[src/source/wb_pkg.sv]
`default_nettype none

package wb_pkg;

    typedef logic [31:0] word_t;
    typedef logic [4:0]  reg_addr_t;
    typedef logic [6:0]  ecode_t;
    typedef logic [18:0] vppn_t;
    typedef logic [31:0] pgd_t;

    // bits 5:0 hold the architectural ecode and bit 6 the esubcode
    // interrupts are tagged with bit 6 because an all-zero code means no exception
    typedef enum ecode_t {
        EXP_NONE = 7'h00,
        EXP_INT  = 7'h40,
        EXP_PIL  = 7'h01,
        EXP_PIS  = 7'h02,
        EXP_PIF  = 7'h03,
        EXP_PME  = 7'h04,
        EXP_PPI  = 7'h07,
        EXP_ADEF = 7'h08,
        EXP_ADEM = 7'h48,
        EXP_ALE  = 7'h09,
        EXP_SYS  = 7'h0b,
        EXP_BRK  = 7'h0c,
        EXP_INE  = 7'h0d,
        EXP_TLBR = 7'h3f
    } exp_code_e;

    // ------------------------------------------------------------------------
    // exception classes
    // ------------------------------------------------------------------------

    // address faults report the faulting address in badv
    function automatic logic sets_badv(ecode_t code);
        case (code)
            EXP_TLBR, EXP_ADEF, EXP_ADEM, EXP_ALE, EXP_PIL, EXP_PIS,
            EXP_PIF, EXP_PME, EXP_PPI:
                sets_badv = 1'b1;
            default:
                sets_badv = 1'b0;
        endcase
    endfunction

    // only the TLB related faults load the page number as well
    function automatic logic sets_vppn(ecode_t code);
        case (code)
            EXP_TLBR, EXP_PIL, EXP_PIS, EXP_PIF, EXP_PME, EXP_PPI:
                sets_vppn = 1'b1;
            default:
                sets_vppn = 1'b0;
        endcase
    endfunction

endpackage

`default_nettype wire

[src/source/commit_queue.sv]
`default_nettype none

module commit_queue #(
    parameter int QUEUE_DEPTH = 4
) (
    input  logic                             clk,
    input  logic                             rst_n,
    input  logic                             in_valid,
    input  logic                             flush,
    input  logic                             in_s0_valid,
    input  logic                             in_s1_valid,
    input  wb_pkg::word_t                    in_s0_pc,
    input  wb_pkg::word_t                    in_s1_pc,
    input  wb_pkg::word_t                    in_s0_inst,
    input  wb_pkg::word_t                    in_s1_inst,
    input  wb_pkg::word_t                    in_s0_data,
    input  wb_pkg::word_t                    in_s1_data,
    input  wb_pkg::word_t                    in_s0_badv,
    input  wb_pkg::reg_addr_t                in_s0_rd,
    input  wb_pkg::reg_addr_t                in_s1_rd,
    input  wb_pkg::ecode_t                   in_s0_ecode,
    output logic                             head_valid,
    output logic                             head_s0_valid,
    output logic                             head_s1_valid,
    output wb_pkg::word_t                    head_s0_pc,
    output wb_pkg::word_t                    head_s1_pc,
    output wb_pkg::word_t                    head_s0_inst,
    output wb_pkg::word_t                    head_s1_inst,
    output wb_pkg::word_t                    head_s0_data,
    output wb_pkg::word_t                    head_s1_data,
    output wb_pkg::word_t                    head_s0_badv,
    output wb_pkg::reg_addr_t                head_s0_rd,
    output wb_pkg::reg_addr_t                head_s1_rd,
    output wb_pkg::ecode_t                   head_s0_ecode,
    output logic [$clog2(QUEUE_DEPTH+1)-1:0] credit_return
);
    import wb_pkg::*;

    localparam int PTR_W   = $clog2(QUEUE_DEPTH);
    localparam int CNT_W   = $clog2(QUEUE_DEPTH + 1);
    localparam int ENTRY_W = 2 + 7 * $bits(word_t) + 2 * $bits(reg_addr_t) + $bits(ecode_t);

    logic [ENTRY_W-1:0] mem [QUEUE_DEPTH];
    logic [PTR_W-1:0]   wr_ptr;
    logic [PTR_W-1:0]   rd_ptr;
    logic [CNT_W-1:0]   count;
    logic               full;
    logic               push;
    logic               pop;

    assign full       = (count == CNT_W'(QUEUE_DEPTH));
    assign head_valid = (count != '0);
    // writeback never stalls, so the head leaves every cycle it is shown
    assign pop        = head_valid;
    assign push       = in_valid && !full && !flush;

    // a flush frees the whole queue plus a pair arriving alongside it
    always_comb begin
        if (flush)
            credit_return = count + CNT_W'(in_valid && !full);
        else
            credit_return = CNT_W'(pop);
    end

    always_ff @(posedge clk or negedge rst_n) begin
        if (!rst_n) begin
            wr_ptr <= '0;
            rd_ptr <= '0;
            count  <= '0;
        end else if (flush) begin
            rd_ptr <= wr_ptr;
            count  <= '0;
        end else begin
            wr_ptr <= wr_ptr + PTR_W'(push);
            rd_ptr <= rd_ptr + PTR_W'(pop);
            count  <= count + CNT_W'(push) - CNT_W'(pop);
        end
    end

    always_ff @(posedge clk) begin
        if (push) begin
            mem[wr_ptr] <= {in_s0_valid, in_s1_valid, in_s0_pc, in_s1_pc,
                            in_s0_inst, in_s1_inst, in_s0_data, in_s1_data,
                            in_s0_badv, in_s0_rd, in_s1_rd, in_s0_ecode};
        end
    end

    assign {head_s0_valid, head_s1_valid, head_s0_pc, head_s1_pc,
            head_s0_inst, head_s1_inst, head_s0_data, head_s1_data,
            head_s0_badv, head_s0_rd, head_s1_rd, head_s0_ecode} = mem[rd_ptr];

    // ------------------------------------------------------------------------
    // credit protocol
    // ------------------------------------------------------------------------

    // upstream must hold a credit for every pair it presents
    a_no_push_full: assert property (@(posedge clk) disable iff (!rst_n)
        in_valid |-> !full);

endmodule

`default_nettype wire

[src/source/exception_csr.sv]
`default_nettype none

module exception_csr (
    input  logic           clk,
    input  logic           rst_n,
    input  logic           exc_take,
    input  logic           badv_wen,
    input  logic           vppn_wen,
    input  logic           pgd_sel_high,
    input  logic           tlb_refill,
    input  wb_pkg::word_t  era,
    input  wb_pkg::word_t  badv,
    input  wb_pkg::ecode_t ecode,
    input  wb_pkg::word_t  eentry,
    input  wb_pkg::word_t  tlbrentry,
    input  wb_pkg::word_t  pgdl,
    input  wb_pkg::word_t  pgdh,
    output wb_pkg::word_t  csr_era,
    output wb_pkg::word_t  csr_badv,
    output wb_pkg::pgd_t   csr_pgd,
    output wb_pkg::ecode_t csr_ecode,
    output wb_pkg::vppn_t  csr_vppn,
    output logic           csr_direct_mode,
    output logic           redirect_valid,
    output wb_pkg::word_t  redirect_pc
);

    // ------------------------------------------------------------------------
    // exception state
    // ------------------------------------------------------------------------

    always_ff @(posedge clk or negedge rst_n) begin
        if (!rst_n) begin
            csr_era         <= '0;
            csr_ecode       <= '0;
            csr_badv        <= '0;
            csr_pgd         <= '0;
            csr_vppn        <= '0;
            csr_direct_mode <= 1'b0;
        end else begin
            if (exc_take) begin
                csr_era   <= era;
                csr_ecode <= ecode;
            end
            if (badv_wen) begin
                csr_badv <= badv;
                // upper half of the address space walks from pgdh
                csr_pgd  <= pgd_sel_high ? pgdh : pgdl;
            end
            if (vppn_wen)
                csr_vppn <= badv[31:13];
            // refill handler runs untranslated
            if (tlb_refill)
                csr_direct_mode <= 1'b1;
        end
    end

    // ------------------------------------------------------------------------
    // redirect
    // ------------------------------------------------------------------------

    always_ff @(posedge clk or negedge rst_n) begin
        if (!rst_n) begin
            redirect_valid <= 1'b0;
            redirect_pc    <= '0;
        end else begin
            redirect_valid <= exc_take;
            if (exc_take)
                redirect_pc <= tlb_refill ? tlbrentry : eentry;
        end
    end

    // the queue is flushed with the fault, so no second fault can follow at once
    a_single_redirect: assert property (@(posedge clk) disable iff (!rst_n)
        redirect_valid |=> !redirect_valid);

endmodule

`default_nettype wire

[src/source/regfile.sv]
`default_nettype none

module regfile (
    input  logic              clk,
    input  logic              rst_n,
    input  logic              wen0,
    input  logic              wen1,
    input  wb_pkg::reg_addr_t waddr0,
    input  wb_pkg::reg_addr_t waddr1,
    input  wb_pkg::word_t     wdata0,
    input  wb_pkg::word_t     wdata1,
    input  wb_pkg::reg_addr_t raddr,
    output wb_pkg::word_t     rdata
);
    import wb_pkg::*;

    // r0 has no storage
    word_t regs [1:31];

    always_ff @(posedge clk or negedge rst_n) begin
        if (!rst_n) begin
            for (int i = 1; i < 32; i++)
                regs[i] <= '0;
        end else begin
            if (wen0 && waddr0 != '0)
                regs[waddr0] <= wdata0;
            // younger slot is assigned last and wins on the same register
            if (wen1 && waddr1 != '0)
                regs[waddr1] <= wdata1;
        end
    end

    assign rdata = (raddr == '0) ? '0 : regs[raddr];

endmodule

`default_nettype wire

[src/source/wb_core.sv]
`default_nettype none

module wb_core #(
    parameter int QUEUE_DEPTH = 4
) (
    input  logic                             clk,
    input  logic                             rst_n,
    input  logic                             in_valid,
    input  logic                             in_s0_valid,
    input  logic                             in_s1_valid,
    input  wb_pkg::word_t                    in_s0_pc,
    input  wb_pkg::word_t                    in_s1_pc,
    input  wb_pkg::word_t                    in_s0_inst,
    input  wb_pkg::word_t                    in_s1_inst,
    input  wb_pkg::word_t                    in_s0_data,
    input  wb_pkg::word_t                    in_s1_data,
    input  wb_pkg::word_t                    in_s0_badv,
    input  wb_pkg::reg_addr_t                in_s0_rd,
    input  wb_pkg::reg_addr_t                in_s1_rd,
    input  wb_pkg::ecode_t                   in_s0_ecode,
    output logic [$clog2(QUEUE_DEPTH+1)-1:0] credit_return,
    input  wb_pkg::word_t                    eentry,
    input  wb_pkg::word_t                    tlbrentry,
    input  wb_pkg::word_t                    pgdl,
    input  wb_pkg::word_t                    pgdh,
    input  wb_pkg::reg_addr_t                rf_raddr,
    output wb_pkg::word_t                    rf_rdata,
    output wb_pkg::word_t                    dbg0_pc,
    output wb_pkg::word_t                    dbg0_inst,
    output wb_pkg::word_t                    dbg0_wdata,
    output wb_pkg::reg_addr_t                dbg0_wnum,
    output logic                             dbg0_wen,
    output wb_pkg::word_t                    dbg1_pc,
    output wb_pkg::word_t                    dbg1_inst,
    output wb_pkg::word_t                    dbg1_wdata,
    output wb_pkg::reg_addr_t                dbg1_wnum,
    output logic                             dbg1_wen,
    output wb_pkg::word_t                    csr_era,
    output wb_pkg::word_t                    csr_badv,
    output wb_pkg::pgd_t                     csr_pgd,
    output wb_pkg::ecode_t                   csr_ecode,
    output wb_pkg::vppn_t                    csr_vppn,
    output logic                             csr_direct_mode,
    output logic                             redirect_valid,
    output wb_pkg::word_t                    redirect_pc
);
    import wb_pkg::*;

    // head of the queue
    logic      head_valid;
    logic      head_s0_valid;
    logic      head_s1_valid;
    word_t     head_s0_pc;
    word_t     head_s1_pc;
    word_t     head_s0_inst;
    word_t     head_s1_inst;
    word_t     head_s0_data;
    word_t     head_s1_data;
    word_t     head_s0_badv;
    reg_addr_t head_s0_rd;
    reg_addr_t head_s1_rd;
    ecode_t    head_s0_ecode;

    // register writes
    logic      wen0;
    logic      wen1;
    reg_addr_t waddr0;
    reg_addr_t waddr1;
    word_t     wdata0;
    word_t     wdata1;

    // exception path
    logic      exc_take;
    logic      badv_wen;
    logic      vppn_wen;
    logic      pgd_sel_high;
    logic      tlb_refill;
    logic      flush;
    word_t     era;
    word_t     badv;
    ecode_t    ecode;

    commit_queue #(
        .QUEUE_DEPTH(QUEUE_DEPTH)
    ) i_commit_queue (.*);

    writeback i_writeback (.*);

    regfile i_regfile (
        .*,
        .raddr(rf_raddr),
        .rdata(rf_rdata)
    );

    exception_csr i_exception_csr (.*);

endmodule

`default_nettype wire

[src/source/writeback.sv]
`default_nettype none

module writeback (
    input  logic              head_valid,
    input  logic              head_s0_valid,
    input  logic              head_s1_valid,
    input  wb_pkg::word_t     head_s0_pc,
    input  wb_pkg::word_t     head_s1_pc,
    input  wb_pkg::word_t     head_s0_inst,
    input  wb_pkg::word_t     head_s1_inst,
    input  wb_pkg::word_t     head_s0_data,
    input  wb_pkg::word_t     head_s1_data,
    input  wb_pkg::word_t     head_s0_badv,
    input  wb_pkg::reg_addr_t head_s0_rd,
    input  wb_pkg::reg_addr_t head_s1_rd,
    input  wb_pkg::ecode_t    head_s0_ecode,
    // register file
    output logic              wen0,
    output logic              wen1,
    output wb_pkg::reg_addr_t waddr0,
    output wb_pkg::reg_addr_t waddr1,
    output wb_pkg::word_t     wdata0,
    output wb_pkg::word_t     wdata1,
    // exception state
    output logic              exc_take,
    output logic              badv_wen,
    output logic              vppn_wen,
    output logic              pgd_sel_high,
    output logic              tlb_refill,
    output wb_pkg::word_t     era,
    output wb_pkg::word_t     badv,
    output wb_pkg::ecode_t    ecode,
    output logic              flush,
    // debug trace
    output wb_pkg::word_t     dbg0_pc,
    output wb_pkg::word_t     dbg0_inst,
    output wb_pkg::word_t     dbg0_wdata,
    output wb_pkg::reg_addr_t dbg0_wnum,
    output logic              dbg0_wen,
    output wb_pkg::word_t     dbg1_pc,
    output wb_pkg::word_t     dbg1_inst,
    output wb_pkg::word_t     dbg1_wdata,
    output wb_pkg::reg_addr_t dbg1_wnum,
    output logic              dbg1_wen
);
    import wb_pkg::*;

    logic exc;

    // only the older slot can fault
    assign exc = head_valid && head_s0_valid && (head_s0_ecode != EXP_NONE);

    // a fault in slot 0 squashes the younger slot of the same pair too
    assign wen0   = head_valid && head_s0_valid && !exc;
    assign wen1   = head_valid && head_s1_valid && !exc;
    assign waddr0 = head_s0_rd;
    assign waddr1 = head_s1_rd;
    assign wdata0 = head_s0_data;
    assign wdata1 = head_s1_data;

    assign exc_take     = exc;
    assign flush        = exc;
    assign era          = head_s0_pc;
    assign ecode        = head_s0_ecode;
    assign badv         = head_s0_badv;
    assign badv_wen     = exc && sets_badv(head_s0_ecode);
    assign vppn_wen     = exc && sets_vppn(head_s0_ecode);
    assign pgd_sel_high = head_s0_badv[31];
    assign tlb_refill   = exc && (head_s0_ecode == EXP_TLBR);

    assign dbg0_pc    = head_s0_pc;
    assign dbg0_inst  = head_s0_inst;
    assign dbg0_wdata = head_s0_data;
    assign dbg0_wnum  = head_s0_rd;
    assign dbg0_wen   = wen0;
    assign dbg1_pc    = head_s1_pc;
    assign dbg1_inst  = head_s1_inst;
    assign dbg1_wdata = head_s1_data;
    assign dbg1_wnum  = head_s1_rd;
    assign dbg1_wen   = wen1;

endmodule

`default_nettype wire

[config.mk]
export PLATFORM = sky130hd
export DESIGN_NAME = wb_core
export DESIGN_NICKNAME = d
export VERILOG_FILES = /design/src/source/wb_pkg.sv /design/src/source/commit_queue.sv /design/src/source/exception_csr.sv /design/src/source/regfile.sv /design/src/source/wb_core.sv /design/src/source/writeback.sv
export SDC_FILE = /design/constraint.sdc
export NUM_CORES = 2
export LEC_CHECK = 0
export ABC_AREA = 0
export BUFFER_PORTS_ARGS = -buffer_cell sky130_fd_sc_hd__buf_4
export CAP_MARGIN = 20
export CORE_MARGIN = 4
export CORE_UTILIZATION = 45
export CTS_BUF_LIST = sky130_fd_sc_hd__clkbuf_4
export DETAILED_ROUTE_END_ITERATION = 7
export PLACE_DENSITY = 0.7
export SYNTH_ARGS = -nofsm -noshare
export SYNTH_HDL_FRONTEND = slang
export SYNTH_SLANG_ARGS = --single-unit
[constraint.sdc]
create_clock -name clk -period 24.5 [get_ports clk]
set_clock_uncertainty 0.05 [all_clocks]
set_input_delay 4.9 -clock clk [delete_from_list [all_inputs] [get_ports clk]]
set_output_delay 4.9 -clock clk [all_outputs]
set_load 0.02 [all_outputs]
==> results.py <==
metrics = {
    "timing": {
        "rsz0062_at_grt": "no",
        "timing.final.crit_period_ns": 14.04,
        "setup_violations": 0,
        "setup_tns_ns": 0,
        "tightest_slew_ns": 1.15,
        "max_slew_margin": 0.234,
        "fin_crit_sh": 0.573,
        "slew_viol_final": 0,
        "final-hold-violation-count": 0,
        "max_freq_mhz": 71.2,
    },
    "logic_synthesis": {
        "synth-simple-area-share": 0.0196,
        "yosys-mux-area-fraction": 0.346,
        "synth_compound_area_frac": 0.00843,
        "synth_top_family_by_area": "multiplexers",
        "synth_warnings": 0,
        "synthDistinctLibCells": 55,
        "synthXorXnorAreaFrac": 0.000449,
        "syn-instance-count": 6024,
        "synthAdderAreaFrac": 0.000975,
        "synth_edf_count": 972,
        "synth_seq_area_share": 0.596,
        "netlist_area_sq_um": 97500,
        "synth_seq_cells": 2127,
        "yosys_most_used_dff": "dfrtp_1",
        "synth_async_sr_flop_share": 0.543,
        "syn_avg_cell_area_sq_um": 16.2,
        "syn_nets": 6410,
    },
    "grt": {
        "antenna_found_initial": 79,
        "grt_pass1_vias": 63600,
        "grt_pass1_wl_um": 459000,
        "grt_max_degree": 176,
        "grt_usage": 0.284,
        "overflow": 0,
    },
    "worst_setup_path": {
        "critPathCaptureType": "primary output",
        "crit_buf_inv": 5,
        "worstSetupStartpointType": "input pin",
        "crit_path_top_delay_cell": "buf_4",
        "worst-path-max-fanout": 85,
        "path_cells": "buf_8, buf_4, buf_4, nor2b_4, buf_4, a22o_1, mux4_2, mux2_2, buf_4",
        "required_ns": 19.55,
        "cp.arrival_ns": 9.09,
        "max_stage_delay_ns": 0.88,
        "cpMostUsedCell": "buf_4",
        "crit_family": "buffers and inverters",
        "path_class": "input pin to primary output",
    },
    "clock_network": {
        "cts.sinks": 2127,
        "clock_latency_ns": 1.36,
        "cts_root_buf": "clkbuf_4",
        "postCtsHoldBufs": 0,
        "cts_tree": "built",
        "h-tree-depth": 6,
        "cts_buffers": 584,
        "cts.path.max_buffers": 4,
        "postCtsSetupRepairBufs": 0,
        "clkTransAtPathRegs_ns": 0.06,
        "cts_resized": 0,
    },
    "final_layout": {
        "fillers": 17600,
        "layout.nets": 7347,
        "postLayoutCoreUtil": 0.527,
        "drive_gt1_frac": 0.353,
        "area_delta_synth_final_pct": 16.2,
    },
    "place": {
        "portBuffers": 773,
        "post-dp-hpwl_um": 188000,
        "place.gp.congestion": 0.819,
    },
    "die": {
        "io_pins": 774,
        "die_h_um": 474,
        "core_area_sq_um": 215000,
        "num_rows": 170,
        "die_x_um": 474,
        "die-area_sq_um": 224000,
        "start_util": 0.454,
    },
    "drt": {
        "drt_iter0_drc": 5592,
        "totalWireLength_um": 321000,
        "vias": 60900,
        "avgViaCountPerCell": 5.95,
        "wire_per_inst_um": 31.4,
        "ant_nets": 0,
        "first_pass_iters": 5,
        "remaining_drc_errors": 0,
    },
    "power_and_ir_drop": {
        "p_seq_frac": 0.390,
        "p_clk_frac": 0.221,
        "ir_worst_vdd_uv": 105,
        "internal_power_w": 0.00901,
        "switching_share": 0.380,
        "combPwrFrac": 0.390,
        "p_switching_w": 0.00552,
        "p_per_area_nw_per_um2": 128,
        "p_leak_nw": 47.6,
    },
    "outcome": {
        "status": "finished clean",
    },
    "flow_run": {
        "max_cap_violations": 0,
    },
    "hold_path": {
        "hold_path_class": "flip-flop to flip-flop",
    },
}
worst reg2reg max path: cells and delay by family, from the launching register on:
| family | cells | cell delay [ns] |
|---|---|---|
| buffers and inverters | 6 | 3.92 |
| flip-flops | 1 | 0.98 |
| AO/OA/AOI/OAI | 1 | 0.16 |
| multiplexers | 1 | 0.68 |
| AND/OR/NAND/NOR | 4 | 1.29 |
per-stage QoR:
stage                     instances  hold WS (ns)  worst slack (ns)  area (sq um)  total power, W
after CTS                     10200         0.434             10.47        113000          0.0146
after global placement         9212         0.394             10.51        106000          0.0112
after floorplan                6024         0.466              1.74         97500         0.00931
after global routing          10200         0.452             10.24        113000          0.0153
after detailed placement       9212         0.411             10.46        106000          0.0114
final                         10200         0.435             10.46        113000          0.0145
path summary, 6_finish.rpt:
kind	startpoint	to	slack [ns]	depth (start not counted)
worst max-delay path	rf_raddr[1]	rf_rdata[16]	10.46	9
worst min-delay path	i_exception_csr.csr_era[30]	i_exception_csr.csr_era[30]	0.44	2
worst max register to register	i_commit_queue.rd_ptr[0]	i_commit_queue.mem[3][198]	17.04	12
worst min register to register	i_exception_csr.csr_era[30]	i_exception_csr.csr_era[30]	0.44	2
max in group asynchronous	rst_n	i_exception_csr.csr_pgd[9]	16.78	5
min in group asynchronous	rst_n	i_regfile.regs[954]	3.57	1
routing by layer:
metal | part of all wire | track usage | vias to the layer above
li1 | - | - | 25200
met1 | 0.38 | 0.355 | 31800
met2 | 0.47 | 0.443 | 3049
met3 | 0.10 | 0.100 | 814
met4 | 0.048 | 0.135 | 48
met5 | 0.00098 | 0 | -
placed cells by master (no fill, tap or decap), types with 28 or more instances in the layout:
cell	instances
mux4_2	496
edfxtp_1	972
mux2i_1	2084
nand2b_1	34
inv_1	39
o21ai_2	30
diode_2	40
a22o_1	32
clkinv_1	82
dfrtp_1	1153
nor2_4	28
mux2_2	147
buf_4	923
nor2_1	82
nand2_1	170
a21oi_1	64
clkbuf_4	869
power by group through the flow:
stage | logic [W] | clock network (W) | registers, W
finish | 0.00566 | 0.00321 | 0.00566
global route | 0.00606 | 0.00349 | 0.00579
CTS | 0.00567 | 0.00328 | 0.00566
detailed placement | 0.00566 | 0 | 0.00570
global placement | 0.00553 | 0 | 0.00569
floorplan | 0.00358 | 0 | 0.00574
kinds of logic (layout without fill, tap and decap cells):
| logic type | after synthesis | after routing |
|---|---|---|
| fa+ha+maj | 7 | 7 |
| buf+inv | 621 | 1968 |
| simple gates | 396 | 396 |
| mux | 2730 | 2730 |
| xor+xnor | 5 | 5 |
| compound gates | 138 | 138 |
| flops | 2127 | 2127 |
| other cells | 0 | 40 |
Yosys cell counts (4+ instances only):
cell type  count  area (sq um)
a22o_1        32           280
o21ai_1       34           170
buf_4         78           586
or3_1          4          25.0
a21oi_1       64           320
nor2_1        98           368
edfxtp_1     972         29200
nor4_4         4          85.1
buf_1         91           342
nor3_2         5          50.1
nand2b_1      34           213
nor2_2        10          62.6
dfrtp_1     1155         28900
and2_1         4          25.0
inv_1         39           146
mux4_2       496         11200
o21ai_0        4          20.0
buf_6          5          56.3
nor3_1        10          50.1
buf_2        111           556
xnor2_1        4          35.0
nand3_1        4          20.0
clkbuf_1     296          1110
nand2_1      186           698
ha_1           6          75.1
mux2_2       147          1660
mux2i_1     2084         20900
state kept, by name, indices dropped and copies added (netlist names):
| name | flops |
|---|---|
| i_exception_csr.csr_pgd | 32 |
| i_exception_csr.csr_badv | 32 |
| i_regfile.regs | 992 |
| i_exception_csr.csr_ecode | 7 |
| i_commit_queue.wr_ptr | 2 |
| i_exception_csr.redirect_pc | 32 |
| i_exception_csr.csr_era | 32 |
| i_commit_queue.rd_ptr | 2 |
| i_commit_queue.count | 3 |
| i_exception_csr.redirect_valid | 1 |
| i_exception_csr.csr_direct_mode | 1 |
| i_exception_csr.csr_vppn | 19 |
| i_commit_queue.mem | 972 |
cell type report:
type	instances	area, sq um	area share
repair buffers	932	7090	0.0625
inverters	40	153	0.00135
clock buffers	869	6520	0.0575
diodes	40	100	0.000883
clock inverters	127	753	0.00664
well taps	2838	3550	0.0313
multi-input cells	3276	37100	0.327
flip-flops and latches	2127	58100	0.512
Note: power is estimated with default switching activity, not from simulation.
